File: config.mk
export PLATFORM = sky130hd
export DESIGN_NAME = fetch
export DESIGN_NICKNAME = d
export VERILOG_FILES = /design/src/source/cpu_pkg.sv /design/src/source/fetch.sv
export SDC_FILE = /design/constraint.sdc
export NUM_CORES = 1
export LEC_CHECK = 0
export BUFFER_PORTS_ARGS = -buffer_cell sky130_fd_sc_hd__buf_2
export CORE_MARGIN = 2
export CORE_UTILIZATION = 44
export CTS_CLUSTER_SIZE = 24
export DETAILED_ROUTE_END_ITERATION = 10
export GPL_TIMING_DRIVEN = 0
export PLACE_DENSITY = 0.76
export SYNTH_ARGS = -nofsm -noshare
export SYNTH_HDL_FRONTEND = slang
export SYNTH_SLANG_ARGS = --single-unit
File: constraint.sdc
create_clock -name clk -period 1.8 [get_ports clk]
set_input_delay 0.54 -clock clk [delete_from_list [all_inputs] [get_ports clk]]
set_output_delay 0.54 -clock clk [all_outputs]
set_load 0.02 [all_outputs]
File: src/source/cpu_pkg.sv
// constants for the reduced core and only the kept MIPS32 opcodes and funct codes are listed
package cpu_pkg;

    localparam int REG_W      = 32;
    localparam int REG_ADDR_W = 5;
    localparam int DIV_STEPS  = 32;

    localparam logic [REG_W-1:0] RESET_PC = '0;

    // primary opcodes
    localparam logic [5:0] OP_SPECIAL = 6'b000000;
    localparam logic [5:0] OP_J       = 6'b000010;
    localparam logic [5:0] OP_BEQ     = 6'b000100;
    localparam logic [5:0] OP_BNE     = 6'b000101;
    localparam logic [5:0] OP_ORI     = 6'b001101;
    localparam logic [5:0] OP_LUI     = 6'b001111;

    // funct field of OP_SPECIAL
    localparam logic [5:0] FN_SLL  = 6'b000000;
    localparam logic [5:0] FN_MFHI = 6'b010000;
    localparam logic [5:0] FN_MFLO = 6'b010010;
    localparam logic [5:0] FN_MULT = 6'b011000;
    localparam logic [5:0] FN_DIV  = 6'b011010;
    localparam logic [5:0] FN_DIVU = 6'b011011;
    localparam logic [5:0] FN_ADDU = 6'b100001;
    localparam logic [5:0] FN_SUBU = 6'b100011;
    localparam logic [5:0] FN_AND  = 6'b100100;
    localparam logic [5:0] FN_OR   = 6'b100101;
    localparam logic [5:0] FN_XOR  = 6'b100110;
    localparam logic [5:0] FN_SLT  = 6'b101010;

    // operation carried from decode to execute
    typedef enum logic [3:0] {
        ALU_NOP, ALU_ADD, ALU_SUB, ALU_AND, ALU_OR, ALU_XOR, ALU_SLT,
        ALU_SLL, ALU_LUI, ALU_MULT, ALU_DIV, ALU_DIVU, ALU_MFHI, ALU_MFLO
    } alu_op_e;

endpackage

File: src/source/fetch.sv
// needs a combinational rom and keeps the pc at RESET_PC until rom_ce_o has risen
`timescale 1ns/1ps
module fetch (
    input  logic                      clk,
    input  logic                      rst_n_i,
    input  logic                      stall_i,
    input  logic                      branch_i,
    input  logic [cpu_pkg::REG_W-1:0] branch_target_i,
    input  logic [cpu_pkg::REG_W-1:0] rom_data_i,
    output logic [cpu_pkg::REG_W-1:0] rom_addr_o,
    output logic                      rom_ce_o,
    output logic [cpu_pkg::REG_W-1:0] id_pc_o,
    output logic [cpu_pkg::REG_W-1:0] id_inst_o
);
    import cpu_pkg::*;

    logic [REG_W-1:0] pc_q;

    // rom enable rises one cycle after reset and the pc starts moving after that
    always_ff @(posedge clk) begin
        if (!rst_n_i) begin
            rom_ce_o <= 1'b0;
            pc_q     <= RESET_PC;
        end else begin
            rom_ce_o <= 1'b1;
            if (rom_ce_o && !stall_i) begin
                pc_q <= branch_i ? branch_target_i : pc_q + REG_W'(4);
            end
        end
    end

    assign rom_addr_o = pc_q;

    // if/id register
    always_ff @(posedge clk) begin
        if (!rst_n_i) begin
            id_pc_o   <= RESET_PC;
            id_inst_o <= '0;
        end else if (!stall_i) begin
            id_pc_o   <= pc_q;
            // disabled rom feeds a nop
            id_inst_o <= rom_ce_o ? rom_data_i : '0;
        end
    end

endmodule

# Yosys cells after proc, flatten, opt, wreduce, memory -nomap -nowiden
# Index checks and enable logic that the tools add are counted.
[word_totals]
register_bits = 97
in_bits = 68
output_inout_bits = 97
elab_cells = 10
[op_classes]
addsub = 1
muxes = 3
reduce_logical = 2
[ops]
columns = ["cell", "n"]
rows = [
  ["2-to-1 mux 32 bit", 2],
  ["adder 32 x 3 -> 32 bit, second input constant", 1],
  ["logical AND 1 bit", 1],
  ["logical NOT 1 bit", 1],
  ["2-to-1 mux 1 bit", 1],
]

# Depth between registers and ports, before layout
# Gate-level depths: netlist (run 1).
[depth]
ltp_word = 2
depth_mapped = 7
depth_no_buf = 6

# Worst setup path after synthesis (run 1)
# No wires, ideal clock.
[synth_path]
path_type = "reg-to-reg"
from = "register pc_q[2] (netlist: rom_addr_o[2])"
to = "register pc_q[26] (netlist: rom_addr_o[26])"
setup_time_ps = 79
t_arrival_ps = 1972
required_ps = 1721
slack_ps = -252
stages_incl_launch_ff = 8
path_buffers = 1
period_less_slack_ps = 2052
cell_sequence = "dfxtp_1 -> ha_1 -> nand2_1 -> or4_1 -> buf_2 -> o31ai_1 -> a21oi_1 -> a211oi_2"
[synth_between]
elab_chain_len = 2
[synth_rtl]
columns = ["item", "line_no", "text"]
rows = [
  ["start: declaration", "fetch.sv:17", "logic [REG_W-1:0] pc_q;"],
  ["start signal: assignment", "fetch.sv:27", "pc_q <= branch_i ? branch_target_i : pc_q + REG_W'(4);"],
  ["adder 32 x 3 -> 32 bit", "fetch.sv:27", ""],
  ["2-to-1 mux 32 bit", "fetch.sv:27", ""],
]
# Every way passes these cells.
# A chain may end at the register's enable or synchronous reset.

# Worst setup path after layout (run 1)
[layout_path]
from = "register pc_q[7] (netlist: rom_addr_o[7])"
to = "register pc_q[12] (netlist: rom_addr_o[12])"
# The elaborated chain is that of the path after synthesis.

==> results.rst, run 1 <==
.. list-table::
   :header-rows: 1

   * - Metric
     - Value
   * - Outcome
     - finished with violations
   * - Violations in the final reports
     - negative setup slack
   * - Worst-Skew Late Latency
     - 370 ps
   * - Max Cap Violations
     - 0
   * - Setup violations, final
     - 3
   * - Largest stage delay on the critical path
     - 640 ps
   * - Skew final
     - 6.935 ps
   * - Critical path data arrival time
     - ~2100 ps
   * - Synthesized Nets
     - 559
   * - Overall Global Routing Usage
     - between 20% and 30%
   * - Post-route ant nets
     - 0
   * - Floorplan core area
     - 0.009284 sq mm
   * - Max Root-Sink Buffers
     - 2
   * - Total of flip-flops plus latches after synthesis
     - 97
   * - Dominant synthesized flop cell
     - sky130_fd_sc_hd__dfxtp_1
   * - Final total power
     - between 4000 and 5000 uW
   * - Port-buffer cells
     - 164
   * - Root Driver
     - sky130_fd_sc_hd__clkbuf_8
   * - Share of total power in combinational logic
     - 14.7%
   * - Worst slack at placement
     - -539.0 ps
   * - Max frequency
     - 546.7 MHz
   * - Switching part of the total
     - between 20% and 30%
   * - Number of enable flip-flop cells after synthesis
     - 0
   * - Slowest library cell on the worst path
     - sky130_fd_sc_hd__or4_4
   * - Number of different library cells in the post-synthesis netlist
     - 51
   * - Clock tree from TritonCTS
     - built
   * - Y dimension of the die
     - 102.0 um
   * - Actual transition at the worst max-transition pin
     - 864.8 ps
   * - Largest net degree at the start of global routing
     - 19
   * - Min Clock Period, post-route
     - 1829 ps
   * - Kind of start point of the critical path
     - register
   * - Highest-count cells in the layout ignoring fill and taps
     - 167 x sky130_fd_sc_hd__buf_2, 85 x sky130_fd_sc_hd__nor2_1, 76 x sky130_fd_sc_hd__dfxtp_1
   * - Final Net Count
     - 749
   * - Final Max Tran Viols
     - 0
   * - Count of final hold-check violations
     - 0
   * - Clock sink count
     - 97
   * - Register-to-Register Setup Slack
     - -30 ps
   * - Type of the most critical hold path
     - primary input to register
   * - FF-to-FF Start
     - rom_addr_o[7]
   * - Terminating pin of the worst hold path
     - rom_ce_o
   * - H-tree lvl count
     - 3
   * - Total via count after detailed routing
     - 4605
   * - Total number of yosys warnings
     - 0
   * - Grt total ovfl
     - 0
   * - Initial cell density of the core
     - 45.53%
   * - Count of mapped cells out of synthesis
     - 490
   * - Routed wire length
     - 14310 um
   * - Ports
     - 165
   * - WL per Instance
     - 17.58 um
   * - Worst-case reg-to-reg path depth
     - 6
   * - Die boundary width
     - 102.0 um
   * - Crit Reg-Reg Endpoint
     - rom_addr_o[12]
   * - Iteration-0 DRC count of the detailed router
     - 316
   * - HPWL Detailed
     - 10080 um
   * - Detailed Routing Iterations Pass 1
     - 6
   * - Switching pwr
     - ~1300 uW
   * - Post-synthesis to final-layout area growth
     - 35.52%
   * - DRC violations left
     - 0
   * - Average size of a mapped cell
     - ~8.6 sq um
   * - Type of destination of the critical path
     - register
   * - Ratio of cells with drive above 1 in the final layout
     - 38.39%
   * - Cell Rows
     - 35
   * - Max FO, Critical Path
     - 9
   * - Clock transition at the registers of the reported paths
     - 100 ps
   * - Peak VDD IR
     - 0.4276 mV
   * - Proportion of register bits with asynchronous set or reset after synthesis
     - 0%
   * - Critical hold path startpoint
     - rst_n_i
   * - Cts bufs inserted
     - 9
   * - Required time at the endpoint of the critical path
     - 2080 ps
   * - Count of antenna diodes in the layout
     - 0
   * - Cells traversed along the worst timing path
     - nand4_4, or4_4, buf_6, mux2i_1, a21oi_1, o21a_1
   * - Clock Power Share
     - 33.7%
   * - Wire length of the first global-routing pass
     - 21200 um
   * - Proportion of synthesized chip area in sequential cells
     - 45.94%
   * - Antenna violations before repair
     - 0
   * - PD cells
     - 781.5 mW/mm^2
   * - Number of global-route vias before repair
     - 4158
   * - Leakage power
     - 0.002660 uW
   * - Worst Path Class, Setup
     - register to register
   * - Smallest setup slack after layout
     - -29.16 ps
   * - Worst Hold Depth
     - 1
   * - Count of hold-fix buffers inserted at cts
     - 0
   * - Worst slew margin
     - 42.35%
   * - Internal cell power
     - 3152 uW
   * - Die Outline Area
     - 0.01041 sq mm
   * - Most frequent standard cell in the layout excluding fill and tap cells
     - sky130_fd_sc_hd__buf_2
   * - Final weighted congestion in routability-driven placement
     - 0.9434
   * - Post-synthesis cell area
     - around 0.0042 sq mm
   * - Final clock period utilization by the worst path
     - 101.6%
   * - Via-per-instance ratio
     - 5.657
   * - Register share of total power
     - 51.5%
   * - Unrepaired setup endpoints after global routing
     - true
-- worst max-delay path: cells and delay by family (launching register included) --
family          cells  cell delay, ps
simple gates        2             790
flops               1             460
compound gates      2             210
buf+inv             1             160
mux                 1             120
-- registers in the layout, indices dropped and copies added, names as in the netlist --
register / count
id_pc_o: 32
rom_addr_o: 32
id_inst_o: 32
rom_ce_o: 1
-- power groups by stage --
stage / logic [uW] / clock network [uW] / registers [uW]
after floorplan: 276 / 0 / 2440
after global placement: 616 / 0 / 2350
after detailed placement: 622 / 0 / 2360
after CTS: 634 / 1530 / 2310
after global routing: 714 / 1600 / 2320
final: 659 / 1510 / 2310
-- Yosys cell counts, types with 2 or more instances --
library cell	number	area, sq um
sky130_fd_sc_hd__o21ai_0	19	95.09
sky130_fd_sc_hd__nor3b_1	2	15.01
sky130_fd_sc_hd__clkbuf_1	30	112.6
sky130_fd_sc_hd__or2_2	2	12.51
sky130_fd_sc_hd__or4_1	2	15.01
sky130_fd_sc_hd__a21oi_1	28	140.1
sky130_fd_sc_hd__and3_1	8	50.05
sky130_fd_sc_hd__nand2_1	24	90.09
sky130_fd_sc_hd__inv_1	6	22.52
sky130_fd_sc_hd__buf_1	7	26.28
sky130_fd_sc_hd__a22oi_1	37	277.8
sky130_fd_sc_hd__buf_2	6	30.03
sky130_fd_sc_hd__nand3_1	19	95.09
sky130_fd_sc_hd__a31oi_1	10	62.56
sky130_fd_sc_hd__o221a_2	2	22.52
sky130_fd_sc_hd__o31a_1	2	17.52
sky130_fd_sc_hd__o21a_1	2	15.01
sky130_fd_sc_hd__nor3_1	8	40.04
sky130_fd_sc_hd__and4_1	4	35.03
sky130_fd_sc_hd__nand4_1	10	62.56
sky130_fd_sc_hd__nor2b_1	3	18.77
sky130_fd_sc_hd__a211oi_1	3	22.52
sky130_fd_sc_hd__dfxtp_1	97	1942
sky130_fd_sc_hd__o31ai_1	7	52.55
sky130_fd_sc_hd__nor4_1	3	18.77
sky130_fd_sc_hd__nand2b_1	3	18.77
sky130_fd_sc_hd__mux2i_1	36	360.4
sky130_fd_sc_hd__nor2_1	87	326.6
-- per-layer routing --
metal	track usage, %	share of wire, %	vias up
met5	0	0	-
met3	6.156	8.0	46
met1	33.43	41	2156
met4	9.026	2.8	0
met2	43.52	48	252
li1	-	-	2151
-- final cells by class --
class | instances | area (sq um)
Buffer | 38 | 168.9
Clock buffer | 9 | 123.9
Clock inverter | 7 | 83.83
Fill cell | 833 | 3556
Inverter | 7 | 26.28
Multi-Input combinational cell | 343 | 2201
Sequential cell | 97 | 1988
Tap cell | 129 | 161.4
Timing Repair Buffer | 184 | 974.7
-- metrics by stage --
step / std cells / TNS (ps) / instance area, sq um / hold WS (ps) / utilization [%]
floorplan: 490 / 0 / 4304 / 544.3 / -
global placement: 783 / -27140 / 5286 / 458.3 / 56.94
detailed placement: 783 / -27700 / 5286 / 474.9 / 56.94
CTS: 805 / -26.61 / 5583 / 310.6 / 60.13
global route: 814 / -420.8 / 5728 / 321.5 / 61.70
finish: 814 / -40.03 / 5728 / 320.3 / 61.70
-- worst max-delay path by stage --
stage                       start             end  slack (ps)  cells past startpoint
floorplan           rom_addr_o[3]  rom_addr_o[24]         0.4                      7
global placement          stall_i   id_inst_o[22]        -490                      7
detailed placement        stall_i   id_inst_o[24]        -540                      7
CTS                 rom_addr_o[6]  rom_addr_o[26]         -20                      6
global route             branch_i   rom_addr_o[8]         -90                      7
finish              rom_addr_o[7]  rom_addr_o[12]         -30                      6
-- cells by family (layout without fill, tap and decap cells) --
kind of cell / after synthesis / in the layout / synth area share (%)
and+or+nand+nor: 184 / 184 / 21.17
AOI/OAI and AO/OA: 122 / 122 / 19.45
DFF: 97 / 97 / 45.94
buffers and inverters: 50 / 245 / 4.618
muxes: 36 / 36 / 8.526
adders and majority gates: 1 / 1 / 0.2960
-- timing repair --
action	in CTS	in global routing
pin swaps	6	7
gates resized for setup	18	34
setup endpoints to repair	45	61
setup buffers	9	11
Note: power is estimated with default switching activity, not from simulation.
==> inputs of run 2 (changes only) <==
SKIP_CTS_REPAIR_TIMING = 1   (was unset)
==> results.rst, run 2 (synthesis gave the netlist of run 1 again) <==
.. list-table::
   :header-rows: 1

   * - Metric
     - Value
   * - Max frequency
     - 544.6 MHz (was 546.7 MHz)
   * - Post-synthesis to final-layout area growth
     - 34.72% (was 35.52%)
   * - Kind of start point of the critical path
     - register (unchanged)
   * - Floorplan core area
     - 0.009284 sq mm (unchanged)
   * - Type of destination of the critical path
     - register (unchanged)
   * - Total via count after detailed routing
     - 4612 (was 4605)
   * - Min Clock Period, post-route
     - 1836 ps (was 1829 ps)
   * - Actual transition at the worst max-transition pin
     - 887.2 ps (was 864.8 ps)
   * - Cell Rows
     - 35 (unchanged)
   * - Y dimension of the die
     - 102.0 um (unchanged)
   * - Grt total ovfl
     - 0 (unchanged)
   * - Antenna violations before repair
     - 0 (unchanged)
   * - Final weighted congestion in routability-driven placement
     - 0.9434 (unchanged)
   * - Leakage power
     - 0.002652 uW (was 0.002660 uW)
   * - Port-buffer cells
     - 164 (unchanged)
   * - Ports
     - 165 (unchanged)
   * - Highest-count cells in the layout ignoring fill and taps
     - 166 x sky130_fd_sc_hd__buf_2, 85 x sky130_fd_sc_hd__nor2_1, 77 x sky130_fd_sc_hd__dfxtp_1 (was 167 x sky130_fd_sc_hd__buf_2, 85 x sky130_fd_sc_hd__nor2_1, 76 x sky130_fd_sc_hd__dfxtp_1)
   * - Routed wire length
     - 14250 um (was 14310 um)
   * - Die boundary width
     - 102.0 um (unchanged)
   * - Critical path data arrival time
     - 2080 ps (was 2100 ps)
   * - Most frequent standard cell in the layout excluding fill and tap cells
     - sky130_fd_sc_hd__buf_2 (unchanged)
   * - Smallest setup slack after layout
     - -36.23 ps (was -29.16 ps)
   * - Skew final
     - 4.777 ps (was 6.935 ps)
   * - Final clock period utilization by the worst path
     - 102.0% (was 101.6%)
   * - Outcome
     - finished with violations (unchanged)
   * - Detailed Routing Iterations Pass 1
     - 6 (unchanged)
   * - Largest net degree at the start of global routing
     - 19 (unchanged)
   * - Instance count after placement with tap cells included
     - 783 (unchanged)
   * - Final Max Tran Viols
     - 0 (unchanged)
   * - Worst Path Class, Setup
     - register to register (unchanged)
   * - Wire length of the first global-routing pass
     - 21080 um (was 21200 um)
   * - WL per Instance
     - 17.60 um (was 17.58 um)
   * - Overall Global Routing Usage
     - 26.05% (was 26.16%)
   * - Initial cell density of the core
     - 45.53% (unchanged)
   * - Setup violations, final
     - 3 (unchanged)
   * - Required time at the endpoint of the critical path
     - 2040 ps (was 2080 ps)
   * - Post-route ant nets
     - 0 (unchanged)
   * - Iteration-0 DRC count of the detailed router
     - 322 (was 316)
   * - Max FO, Critical Path
     - 7 (was 9)
   * - Die Outline Area
     - 0.01041 sq mm (unchanged)
   * - PD cells
     - 782.0 mW/mm^2 (was 781.5 mW/mm^2)
   * - Type of the most critical hold path
     - primary input to register (unchanged)
   * - Clock transition at the registers of the reported paths
     - 100 ps (about the same)
   * - Peak VDD IR
     - 0.4282 mV (was 0.4276 mV)
   * - Final instance count without filler cells
     - 810 (was 814)
   * - Final Net Count
     - 745 (was 749)
   * - Hold slack
     - 323.8 ps (was 320.3 ps)
   * - Ratio of cells with drive above 1 in the final layout
     - 38.18% (was 38.39%)
   * - Root Driver
     - sky130_fd_sc_hd__clkbuf_8 (unchanged)
   * - Clock tree from TritonCTS
     - built (unchanged)
   * - Count of final hold-check violations
     - 0 (unchanged)
   * - Via-per-instance ratio
     - 5.694 (was 5.657)
   * - Cts bufs inserted
     - 9 (unchanged)
   * - Violations in the final reports
     - negative setup slack (unchanged)
   * - H-tree lvl count
     - 3 (unchanged)
   * - Post-layout utilization of the core
     - 61.33% (was 61.70%)
   * - Max Root-Sink Buffers
     - 2 (unchanged)
   * - Worst slew margin
     - 40.86% (was 42.35%)
   * - Clock sink count
     - 97 (unchanged)
   * - Max Cap Violations
     - 0 (unchanged)
   * - Unrepaired setup endpoints after global routing
     - true (unchanged)
   * - Count of antenna diodes in the layout
     - 0 (unchanged)
   * - Number of global-route vias before repair
     - 4133 (was 4158)
   * - HPWL Detailed
     - 10080 um (unchanged)
   * - DRC violations left
     - 0 (unchanged)
   * - Worst-Skew Late Latency
     - 370 ps (about the same)
==> run 2: final timing paths <==
kind                  from  slack [ps]              to  cells after the start
max reg2reg  rom_addr_o[2]         -40  rom_addr_o[22]                      6
min                rst_n_i         320        rom_ce_o                      1
min reg2reg  rom_addr_o[0]         490   rom_addr_o[0]                      2
max          rom_addr_o[2]         -40  rom_addr_o[22]                      6
==> run 2: layer usage <==
layer / GRT usage (%) / part of all wire, % / up-vias / wire, um
li1: - / - / 2142 / -
met1: 33.57 / 41 / 2156 / 5855
met2: 42.91 / 48 / 273 / 6797
met3: 6.703 / 8.9 / 41 / 1267
met4: 8.308 / 2.3 / 0 / 333
met5: 0 / 0 / - / 0
==> run 2: cell type report <==
| class | instances | area, sq um |
|---|---|---|
| inverters | 7 | 26.28 |
| plain buffers | 38 | 165.2 |
| well taps | 129 | 161.4 |
| clock buffers | 9 | 123.9 |
| fillers | 847 | 3590 |
| multi-input cells | 343 | 2198 |
| clock inverters | 7 | 83.83 |
| repair buffers | 180 | 940.9 |
| flip-flops and latches | 97 | 1994 |
==> run 2: critical path, cell delays in order (launching register included) <==
cell                      delay (ps)
sky130_fd_sc_hd__dfxtp_4         390
sky130_fd_sc_hd__ha_4            170
sky130_fd_sc_hd__nand2_4          70
sky130_fd_sc_hd__or4_4           610
sky130_fd_sc_hd__nor4_4          240
sky130_fd_sc_hd__o21ai_1          90
sky130_fd_sc_hd__nor3b_1         140
==> run 2: report_power, final <==
group / switching [uW] / total, uW / internal, uW
clock: 826 / 1500 / 673
sequential: 85.5 / 2300 / 2220
combinational: 400 / 650 / 250
total: 1310 / 4450 / 3140
==> run 2: per-stage QoR <==
step	cell area [sq um]	setup WS, ps	setup TNS, ps	total power [uW]
after detailed placement	5286	-539.0	-27700	2977
after floorplan	4304	0.3580	0	2713
after CTS	5494	-315.6	-8307	4458
after global routing	5694	-86.87	-389.2	4620
after global placement	5286	-493.7	-27140	2965
final	5694	-36.23	-62.68	4453
