**src/source/cpu_pkg.sv**
```systemverilog
// constants for the reduced core and only the kept MIPS32 opcodes and funct codes are listed
package cpu_pkg;

    localparam int REG_W      = 32;
    localparam int REG_ADDR_W = 5;
    localparam int DIV_STEPS  = 32;

    localparam logic [REG_W-1:0] RESET_PC = '0;

    // primary opcodes
    localparam logic [5:0] OP_SPECIAL = 6'b000000;
    localparam logic [5:0] OP_J       = 6'b000010;
    localparam logic [5:0] OP_BEQ     = 6'b000100;
    localparam logic [5:0] OP_BNE     = 6'b000101;
    localparam logic [5:0] OP_ORI     = 6'b001101;
    localparam logic [5:0] OP_LUI     = 6'b001111;

    // funct field of OP_SPECIAL
    localparam logic [5:0] FN_SLL  = 6'b000000;
    localparam logic [5:0] FN_MFHI = 6'b010000;
    localparam logic [5:0] FN_MFLO = 6'b010010;
    localparam logic [5:0] FN_MULT = 6'b011000;
    localparam logic [5:0] FN_DIV  = 6'b011010;
    localparam logic [5:0] FN_DIVU = 6'b011011;
    localparam logic [5:0] FN_ADDU = 6'b100001;
    localparam logic [5:0] FN_SUBU = 6'b100011;
    localparam logic [5:0] FN_AND  = 6'b100100;
    localparam logic [5:0] FN_OR   = 6'b100101;
    localparam logic [5:0] FN_XOR  = 6'b100110;
    localparam logic [5:0] FN_SLT  = 6'b101010;

    // operation carried from decode to execute
    typedef enum logic [3:0] {
        ALU_NOP, ALU_ADD, ALU_SUB, ALU_AND, ALU_OR, ALU_XOR, ALU_SLT,
        ALU_SLL, ALU_LUI, ALU_MULT, ALU_DIV, ALU_DIVU, ALU_MFHI, ALU_MFLO
    } alu_op_e;

endpackage

```
**src/source/id.sv**
```systemverilog
// combinational decode where branches resolve with one delay slot and no likely forms exist
`timescale 1ns/1ps
module id (
    input  logic [cpu_pkg::REG_W-1:0]      pc_i,
    input  logic [cpu_pkg::REG_W-1:0]      inst_i,
    input  logic [cpu_pkg::REG_W-1:0]      reg1_data_i,
    input  logic [cpu_pkg::REG_W-1:0]      reg2_data_i,
    input  logic                           ex_we_i,
    input  logic [cpu_pkg::REG_ADDR_W-1:0] ex_addr_i,
    input  logic [cpu_pkg::REG_W-1:0]      ex_data_i,
    input  logic                           wb_we_i,
    input  logic [cpu_pkg::REG_ADDR_W-1:0] wb_addr_i,
    input  logic [cpu_pkg::REG_W-1:0]      wb_data_i,
    output logic [cpu_pkg::REG_ADDR_W-1:0] reg1_addr_o,
    output logic [cpu_pkg::REG_ADDR_W-1:0] reg2_addr_o,
    output cpu_pkg::alu_op_e               alu_op_o,
    output logic [cpu_pkg::REG_W-1:0]      opa_o,
    output logic [cpu_pkg::REG_W-1:0]      opb_o,
    output logic [cpu_pkg::REG_ADDR_W-1:0] shamt_o,
    output logic                           dest_we_o,
    output logic [cpu_pkg::REG_ADDR_W-1:0] dest_addr_o,
    output logic                           branch_o,
    output logic [cpu_pkg::REG_W-1:0]      branch_target_o
);
    import cpu_pkg::*;

    logic [5:0]       opcode;
    logic [5:0]       funct;
    logic [15:0]      imm;
    logic [REG_W-1:0] pc_plus4;
    logic [REG_W-1:0] rs_val;
    logic [REG_W-1:0] rt_val;

    // the instruction in ex is younger than the one in writeback so it wins
    function automatic logic [REG_W-1:0] fwd(input logic [REG_ADDR_W-1:0] addr,
                                             input logic [REG_W-1:0]      rdata);
        if (addr != '0 && ex_we_i && ex_addr_i == addr) begin
            return ex_data_i;
        end else if (addr != '0 && wb_we_i && wb_addr_i == addr) begin
            return wb_data_i;
        end
        return rdata;
    endfunction

    assign opcode      = inst_i[31:26];
    assign funct       = inst_i[5:0];
    assign imm         = inst_i[15:0];
    assign reg1_addr_o = inst_i[25:21];
    assign reg2_addr_o = inst_i[20:16];
    assign shamt_o     = inst_i[10:6];
    assign pc_plus4    = pc_i + REG_W'(4);

    always_comb begin
        rs_val = fwd(reg1_addr_o, reg1_data_i);
        rt_val = fwd(reg2_addr_o, reg2_data_i);
    end

    always_comb begin
        alu_op_o        = ALU_NOP;
        opa_o           = rs_val;
        opb_o           = rt_val;
        dest_we_o       = 1'b0;
        dest_addr_o     = inst_i[15:11];
        branch_o        = 1'b0;
        branch_target_o = pc_plus4 + {{(REG_W-18){imm[15]}}, imm, 2'b00};
        case (opcode)
            OP_SPECIAL: begin
                dest_we_o = 1'b1;
                case (funct)
                    FN_ADDU: alu_op_o = ALU_ADD;
                    FN_SUBU: alu_op_o = ALU_SUB;
                    FN_AND:  alu_op_o = ALU_AND;
                    FN_OR:   alu_op_o = ALU_OR;
                    FN_XOR:  alu_op_o = ALU_XOR;
                    FN_SLT:  alu_op_o = ALU_SLT;
                    FN_SLL:  alu_op_o = ALU_SLL;
                    FN_MFHI: alu_op_o = ALU_MFHI;
                    FN_MFLO: alu_op_o = ALU_MFLO;
                    // these only write hi and lo
                    FN_MULT, FN_DIV, FN_DIVU: begin
                        dest_we_o = 1'b0;
                        alu_op_o  = (funct == FN_MULT) ? ALU_MULT :
                                    (funct == FN_DIV) ? ALU_DIV : ALU_DIVU;
                    end
                    default: dest_we_o = 1'b0;
                endcase
            end
            OP_ORI, OP_LUI: begin
                alu_op_o    = (opcode == OP_ORI) ? ALU_OR : ALU_LUI;
                opb_o       = {{(REG_W-16){1'b0}}, imm};
                dest_we_o   = 1'b1;
                dest_addr_o = inst_i[20:16];
            end
            OP_BEQ: branch_o = (rs_val == rt_val);
            OP_BNE: branch_o = (rs_val != rt_val);
            OP_J: begin
                branch_o        = 1'b1;
                branch_target_o = {pc_plus4[REG_W-1:28], inst_i[25:0], 2'b00};
            end
            default: ;
        endcase
        // writes to r0 die here so no later stage sees them
        if (dest_addr_o == '0) begin
            dest_we_o = 1'b0;
        end
    end

endmodule

```
**config.mk**
```make
export PLATFORM = sky130hd
export DESIGN_NAME = id
export DESIGN_NICKNAME = d
export VERILOG_FILES = /design/src/source/cpu_pkg.sv /design/src/source/id.sv
export SDC_FILE = /design/constraint.sdc
export NUM_CORES = 1
export LEC_CHECK = 0
export BUFFER_PORTS_ARGS = -buffer_cell sky130_fd_sc_hd__buf_4
export CAP_MARGIN = 20
export CELL_PAD_IN_SITES_DETAIL_PLACEMENT = 1
export CELL_PAD_IN_SITES_GLOBAL_PLACEMENT = 1
export CORE_ASPECT_RATIO = 0.6
export CORE_MARGIN = 5
export CORE_UTILIZATION = 30
export DETAILED_ROUTE_END_ITERATION = 10
export GPL_TIMING_DRIVEN = 0
export PLACE_DENSITY = 0.81
export SETUP_SLACK_MARGIN = 0.15
export SLEW_MARGIN = 10
export SYNTH_ARGS = -nofsm -noshare
export SYNTH_HDL_FRONTEND = slang
export SYNTH_SLANG_ARGS = --single-unit
```
**constraint.sdc**
```tcl
create_clock -name vclk -period 5.6
set_clock_uncertainty 0.2 [all_clocks]
set_input_delay 1.12 -clock vclk [all_inputs]
set_output_delay 1.12 -clock vclk [all_outputs]
set_load 0.005 [all_outputs]
```
# [Word-level counts from Yosys, hierarchy flattened]
# Cells that the tools add are included.
[word_totals] out_inout_bits=122 elab_cells=62 reg_bits=0 in_bits=204
[classes] n_addsub=2 n_mux=22 eq_ne=22 n_reduce_logical=16
[op_table] operator="2-to-1 mux 32 bit" n=8
[op_table] operator="case mux 4 bit (10 select lines)" n=1
[op_table] operator="equality test 6 bit (second input constant)" n=6
[op_table] operator="adder 32 x 3 -> 32 bit (second input constant)" n=1
[op_table] operator="adder 32 bit" n=1
[op_table] operator="equality test 32 bit" n=1
[op_table] operator="!= test 32 bit" n=1
[op_table] operator="equality test 6 x 5 -> 1 bit (second input constant)" n=5
[op_table] operator="equality test 5 bit" n=4
[op_table] operator="equality test 6 x 3 -> 1 bit (second input constant)" n=2
[op_table] operator="equality test 6 x 4 -> 1 bit (second input constant)" n=2
[op_table] operator="zero test 6 bit" n=2
[op_table] operator="nonzero test 5 bit" n=2
[op_table] operator="OR reduction 9 bit" n=1
[op_table] operator="logical AND 1 bit" n=8
[op_table] operator="case mux 4 bit (2 select lines)" n=1
[op_table] operator="2-to-1 mux 1 bit" n=7
[op_table] operator="equality test 6 x 2 -> 1 bit (second input constant)" n=1
[op_table] operator="zero test 5 bit" n=1
[op_table] operator="2-to-1 mux 5 bit" n=1
[op_table] operator="2-to-1 mux 4 bit" n=1
[op_table] operator="case mux 1 bit (3 select lines)" n=1
[op_table] operator="OR reduction 3 bit" n=1
[op_table] operator="2-to-1 mux 2 bit" n=1
[op_table] operator="2 further kinds" n=2

# [Logic depth before layout (Yosys ltp)]
# Gate-level depths: netlist of the first run.
[logic_depth] depth_word=8 ltp_mapped=19 depth_no_buf=19

# [Worst setup path after synthesis of the first run]
# Ideal clock, no wire load.
[synth_timing] path_kind="input-to-output" startpoint="in pc_i[5] in the netlist's numbering" endpoint="out branch_target_o[30] in the netlist's numbering" t_required_ns=4.280 path_slack_ns=0.093 path_stages=15 t_arrival_ns=4.187 path_cell_list="and3_1 -> and2_1 -> and3_1 -> nand4_1 -> xnor2_1 -> ha_1 -> and3_1 -> a32o_1 -> nor4_1 -> nor3_1 -> a2111oi_0 -> o41ai_1 -> a221oi_1 -> xor2_1 -> o21ai_0"
[synth_via] elab_chain_cells=3
[synth_rtl] item="start: declaration" line_no="id.sv:4" text="input logic [cpu_pkg::REG_W-1:0] pc_i,"
[synth_rtl] item="adder 32 x 3 -> 32 bit (*)" line_no="id.sv:51" text="assign pc_plus4 = pc_i + REG_W'(4);"
[synth_rtl] item="adder 32 bit" line_no="id.sv:65" text="branch_target_o = pc_plus4 + {{(REG_W-18){imm[15]}}, imm, 2'b00};"
[synth_rtl] item="2-to-1 mux 32 bit (*)" line_no="id.sv:66" text="case (opcode)"
[synth_rtl] item="end: declaration" line_no="id.sv:23" text="output logic [cpu_pkg::REG_W-1:0] branch_target_o"
# Every way passes the cells marked *; elsewhere a longest branch is shown, timed or not.

# [Final worst setup path of the first run]
[layout_timing] startpoint="in pc_i[5] in the netlist's numbering" endpoint="out branch_target_o[25] in the netlist's numbering"
[layout_via] elab_chain_cells=3
[layout_rtl] item="adder 32 x 3 -> 32 bit" line_no="id.sv:51"
[layout_rtl] item="adder 32 bit" line_no="id.sv:65"
[layout_rtl] item="2-to-1 mux 32 bit" line_no="id.sv:66"
# No other way between the ends.

==> results of run 1 <==
[cells by family (layout without fill, tap and decap cells)]
group	count (synthesis)	count (layout)	synth area share, %
and+or+nand+nor	384	384	33.9
AOI/OAI and AO/OA	308	308	35.4
other	0	1	0
buffers and inverters	102	488	8.91
muxes	6	6	1.19
xor gates and xnor gates	81	81	12.5
adders and majority gates	36	36	8.09
[power by group through the flow]
stage / sequential, mW / clock [mW] / combinational, mW
after floorplan: 0 / 0 / 0.407
after global placement: 0 / 0 / 0.826
after detailed placement: 0 / 0 / 0.840
after CTS: 0 / 0 / 0.943
after global routing: 0 / 0 / 1.10
final: 0 / 0.0000000378 / 1.03
[worst max-delay path, cell delays in order]
cell,delay [ns]
buf_8,0.07
and3_4,0.18
and2_4,0.15
and3_4,0.20
nand4_1,0.11
xnor2_1,0.21
ha_1,0.28
and3_4,0.20
and3_4,0.17
o211ai_1,0.20
a21oi_2,0.16
nor4_4,0.44
buf_4,0.20
nor4_4,0.05
buf_4,0.15
nor3_2,0.19
xor2_1,0.19
o21ai_1,0.08
buf_4,0.16
[area by class of cell]
class	count	area share [%]
Timing Repair Buffer	386	30.1
Buffer	77	5.77
Tap cell	240	3.02
Multi-Input combinational cell	815	60.1
Inverter	25	0.943
Antenna cell	1	0.0251
[Yosys cell counts, drive strengths merged (6+ instances only)]
cell type / number / share of area (%)
o32ai: 6 / 0.93
xnor2: 56 / 8.7
nor4: 6 / 0.66
nor3: 59 / 5.2
nor2: 77 / 5.3
a21o: 28 / 3.7
clkbuf: 35 / 2.3
ha: 35 / 7.7
and3: 13 / 1.4
inv: 25 / 1.7
nand2: 84 / 5.6
and2: 7 / 0.77
o21a: 18 / 2.4
a21oi: 48 / 4.2
o211ai: 21 / 3.1
o31ai: 11 / 1.5
a211oi: 17 / 2.8
mux2: 6 / 1.2
buf: 42 / 4.9
a31oi: 37 / 4.6
nand4: 8 / 0.99
or3: 25 / 2.8
nand4b: 8 / 1.2
xor2: 25 / 3.9
a22oi: 6 / 0.80
nand3: 70 / 6.2
o21ai: 96 / 8.5
[routing by layer]
metal  vias to the layer above  global-route usage (%)  wire [um]
met4                         4                    6.75        954
li1                       4174                       -          -
met5                         -                       0         27
met1                      4552                    43.9      17100
met3                        69                    6.69       3570
met2                       522                    49.2      16700
[metrics by stage]
stage | power (mW) | setup slack (ns) | setup TNS (ns) | std cells
6_report | 1.03 | -0.221 | -1.25 | 1544
3_5_place_dp | 0.840 | -0.866 | -6.00 | 1482
4_1_cts | 0.943 | -0.254 | -0.816 | 1515
2_1_floorplan | 0.407 | 0.198 | 0 | 917
3_3_place_gp | 0.826 | -0.758 | -4.98 | 1481
5_1_grt | 1.10 | -0.382 | -2.43 | 1543
[path summary, 6_finish.rpt]
kind                       start                   to  slack (ns)  cells past startpoint
worst min-delay path  inst_i[20]       reg2_addr_o[4]        2.21                      2
worst max-delay path     pc_i[5]  branch_target_o[25]       -0.22                     19
[timing repair]
action,CTS,global route
gates resized for setup,150,104
gates cloned,3,2
buffers inserted,30,26
pin swaps,62,71
setup endpoints to repair,18,16
==> metrics.md, run 1 <==
| Metric | Value |
|---|---|
| Status | `finished with violations` |
| Failing checks | `setup timing` |
| Vias/cell | `6.04` |
| Crit start category | `primary input` |
| Via count | `between 9k and 10k` |
| Net switching fraction of the power | `51.6%` |
| Core area | `18,300 um2` |
| Reg area | `0 um2` |
| Worst setup margin | `-0.221 ns` |
| Final setup vio count | `9` |
| Pwr dens | `104 nW/um2` |
| Fillers | `2,382` |
| Fin. Hold Viols | `0` |
| Area growth, synth to finish | `75.8%` |
| Commonest non-fill, non-tap cell in the layout | `buf_4` |
| DIE AREA | `21,800 um2` |
| Combinational group share of total power | `100.0%` |
| Worst EP required | `4.28 ns` |
| Post-DRT Antenna Nets | `0` |
| # hold bufs at CTS | `0` |
| Ys Warns | `0` |
| Wirelength per Cell | `24.8 um` |
| Nets | `1,545` |
| DRT Pass-1 Iters | `5` |
| Initial antenna violation count | `3` |
| HP Class | `in -> out` |
| Max_slew headroom | `between 40% and 50%` |
| HPWL after detailed placement | `29,700 um` |
| Port Buffers | `between 300 and 400` |
| I/O pins | `326` |
| Leakage | `4.31 nW` |
| Switch Pwr | `0.533 mW` |
| Share of cells above drive strength 1 | `44.5%` |
| Core Util, Final | `54.4%` |
| Final weighted congestion in routability-driven placement | `around 0.94` |
| Total congestion overflow | `0` |
| Distinct cell type count after synthesis | `a little over 60` |
| Post-DP Area | `8410 um2` |
| Largest fanout on the critical path | `3` |
| Initial Util | `30.9%` |
| Type of the worst setup path | `in -> out` |
| First-pass GRT wire length | `54,100 um` |
| Sequential cells | `0` |
| Power share of the clock group | `0%` |
| Die Y | `116 um` |
| Worst hold slack | `2.21 ns` |
| Largest net degree at the start of global routing | `22` |
| Maximum vdd drop | `between 0.00006 and 0.00007 V` |
| Post-Syn Nets | `1,157` |
| GRT Total Usage | `between 30% and 40%` |
| Most frequent cells in the layout | `389 x buf_4, 79 x nand2_1, 70 x nor2_1, 67 x nand3_1, 62 x o21ai_0` |
| DRC | `0` |
| Sequential power share | `0%` |
| Achievable Freq | `0.172 GHz` |
| Min Clock Period, post-route | `approximately 5.8 ns` |
| Unrepaired setup endpoints after global routing | `yes` |
| Num rows | `38` |
| Final worst path period share | `104%` |
| Footprint of the multi-input gates | `5980 um2` |
| Final wirelength | `about 38,000 um` |
| Actual slew at the worst max-slew pin | `0.868 ns` |
| Final Slew Violations | `0` |
| P_int | `0.500 mW` |
| Sequential fraction of the synthesis area | `0%` |
| Die width | `187 um` |
| Initial DRC count | `approximately 990` |
| Final instance area | `9950 um2` |
| Cell area after synthesis | `5660 um2` |
| Max-cap viol count | `0` |
| Number of global-route vias before repair | `9,175` |
| Cells after Synth | `917` |
| Worst setup EP type | `primary output` |
| Mean Syn Cell Area | `a little over 6 um2` |
| Data arrival, critical path | `4.50 ns` |
| Clock buffer count | `0` |
Note: power is estimated with default switching activity, not from simulation.
==> inputs of run 2 (changes only) <==
Settings changed: CAP_MARGIN 20 to 40, MAX_ROUTING_LAYER set to met4.
==> metrics.md, run 2 (synthesis results as in run 1) <==
| Metric | Value |
|---|---|
| Status | `finished with violations` |
| Failing checks | `setup timing` |
| Worst EP required | `4.28 ns (about the same)` |
| Fillers | `2,357 (-1.0%)` |
| Total congestion overflow | `0 (unchanged)` |
| Initial DRC count | `743 (-25%)` |
| Slowest Stage Delay on Critical Path | `0.42 ns (-0.02 ns)` |
| Crit start category | `primary input` |
| Final setup vio count | `7 (-2)` |
| Fin. Hold Viols | `0 (unchanged)` |
| Footprint of the multi-input gates | `6010 um2 (+0.42%)` |
| Final instance area | `9940 um2 (-0.18%)` |
| Final std cells w/o fill | `1,542 (-0.13%)` |
| Port Buffers | `324 (unchanged)` |
| Final worst path period share | `103% (-0.48 points)` |
| Min Clock Period, post-route | `5.79 ns (-0.0269 ns)` |
| Max_slew headroom | `39.9% (-2.2 points)` |
| GRT Total Usage | `32.6% (+1.5 points)` |
| DRT Pass-1 Iters | `6 (+1)` |
| Commonest non-fill, non-tap cell in the layout | `buf_4` |
| Achievable Freq | `0.173 GHz (+0.47%)` |
| Nets | `1,540 (-0.32%)` |
| Maximum vdd drop | `0.0000579 V (-14%)` |
| Clock buffer count | `0 (unchanged)` |
| Largest fanout on the critical path | `5 (+2)` |
| Final Slew Violations | `0 (unchanged)` |
| Data arrival, critical path | `4.47 ns (-0.03 ns)` |
| First-pass GRT wire length | `55,000 um (+1.6%)` |
| Post-DP Area | `8410 um2 (unchanged)` |
| # hold bufs at CTS | `0 (unchanged)` |
| Initial Util | `30.9% (unchanged)` |
| Vias/cell | `5.93 (-1.8%)` |
| Area growth, synth to finish | `75.5%` |
| HPWL after detailed placement | `30,100 um (+1.5%)` |
| Initial antenna violation count | `3 (unchanged)` |
| Worst setup EP type | `primary output` |
| I/O pins | `326 (unchanged)` |
| CP cell instances | `buf_8, and3_4, and2_4, buf_4, buf_4, nand3_4, nor2_1, nand2_1, xnor2_1, ha_1, a21oi_2, nand2_1, nor4_4, buf_4, buf_4, nor4_4, o21ai_2, o21ai_2, xnor2_1, a21oi_1, buf_4` |
| Core area | `18,300 um2 (unchanged)` |
| Most used cell along the critical path | `buf_4` |
| Leakage | `4.27 nW (-0.94%)` |
| Wirelength per Cell | `24.6 um (-1.1%)` |
| Most frequent cells in the layout | `389 x buf_4, 78 x nand2_1, 73 x nor2_1, 68 x o21ai_0, 65 x nand3_1` |
| Core Util, Final | `54.3% (-0.096 points)` |
| Worst hold slack | `2.21 ns (-0.000540 ns)` |
| DRC | `0 (unchanged)` |
| Reg area | `0 um2 (unchanged)` |
| Largest net degree at the start of global routing | `22 (unchanged)` |
| Max-cap viol count | `0 (unchanged)` |
| Die width | `187 um (unchanged)` |
| Dpl cells | `1,482 (unchanged)` |
| DIE AREA | `21,800 um2 (unchanged)` |
| Crit path max-delay cell type | `nor4_4` |
| Pwr dens | `104 nW/um2 (about the same)` |
| Total power | `1.03 mW (-0.18%)` |
| Type of the worst setup path | `in -> out` |
| Actual slew at the worst max-slew pin | `0.902 ns (+0.0335 ns)` |
| Buf+Inv Stages, Crit Path | `6 (+2)` |
| Unrepaired setup endpoints after global routing | `yes` |
| Final wirelength | `37,900 um (-1.2%)` |
| Final weighted congestion in routability-driven placement | `0.971 (+2.9%)` |
| Num rows | `38 (unchanged)` |
| Setup TNS | `-0.962 ns (+0.290 ns)` |
| Die Y | `116 um (unchanged)` |
| Via count | `9,146 (-1.9%)` |
| Critical path's top delay family | `simple AND/OR/NAND/NOR gates` |
| Sequential cells | `0 (unchanged)` |
| Post-DRT Antenna Nets | `0 (unchanged)` |
| Pre-CTS WS | `-0.806 ns (+0.0594 ns)` |
| Share of cells above drive strength 1 | `44.4% (-0.14 points)` |
| Number of global-route vias before repair | `9,225 (+0.54%)` |
| Worst setup margin | `-0.194 ns (+0.0269 ns)` |
| HP Class | `in -> out` |
==> run 2: what timing repair did <==
action / 4_1_cts / 5_1_grt
cloned: 2 / 0
pin swaps: 62 / 41
setup endpoints to repair: 16 / 16
resized for setup: 164 / 80
buffers inserted: 35 / 19
==> run 2: worst paths after layout <==
| path | startpoint | to | slack [ns] | cells after the start |
|---|---|---|---|---|
| min | inst_i[20] | reg2_addr_o[4] | 2.21 | 2 |
| max | pc_i[4] | branch_target_o[29] | -0.19 | 21 |
==> run 2: layer usage <==
metal / up-vias / routed length [um] / GRT usage (%)
met5: - / 0 / -
met4: 0 / 980 / 6.94
met3: 68 / 3160 / 6.87
met2: 466 / 16600 / 50.9
met1: 4458 / 17100 / 43.9
li1: 4154 / - / -
==> run 2: cell type report <==
class | instances | share of cell area, %
diodes | 4 | 0.101
well taps | 240 | 3.02
inverters | 25 | 0.944
multi-input cells | 815 | 60.5
repair buffers | 381 | 29.7
plain buffers | 77 | 5.72
==> run 2: power breakdown <==
group | internal (mW) | leakage [nW] | switching, mW
Combinational | 0.501 | 4.27 | 0.530
Clock | 0.0000000171 | 0.0000224 | 0
Sequential | 0 | 0 | 0
Total | 0.501 | 4.27 | 0.530
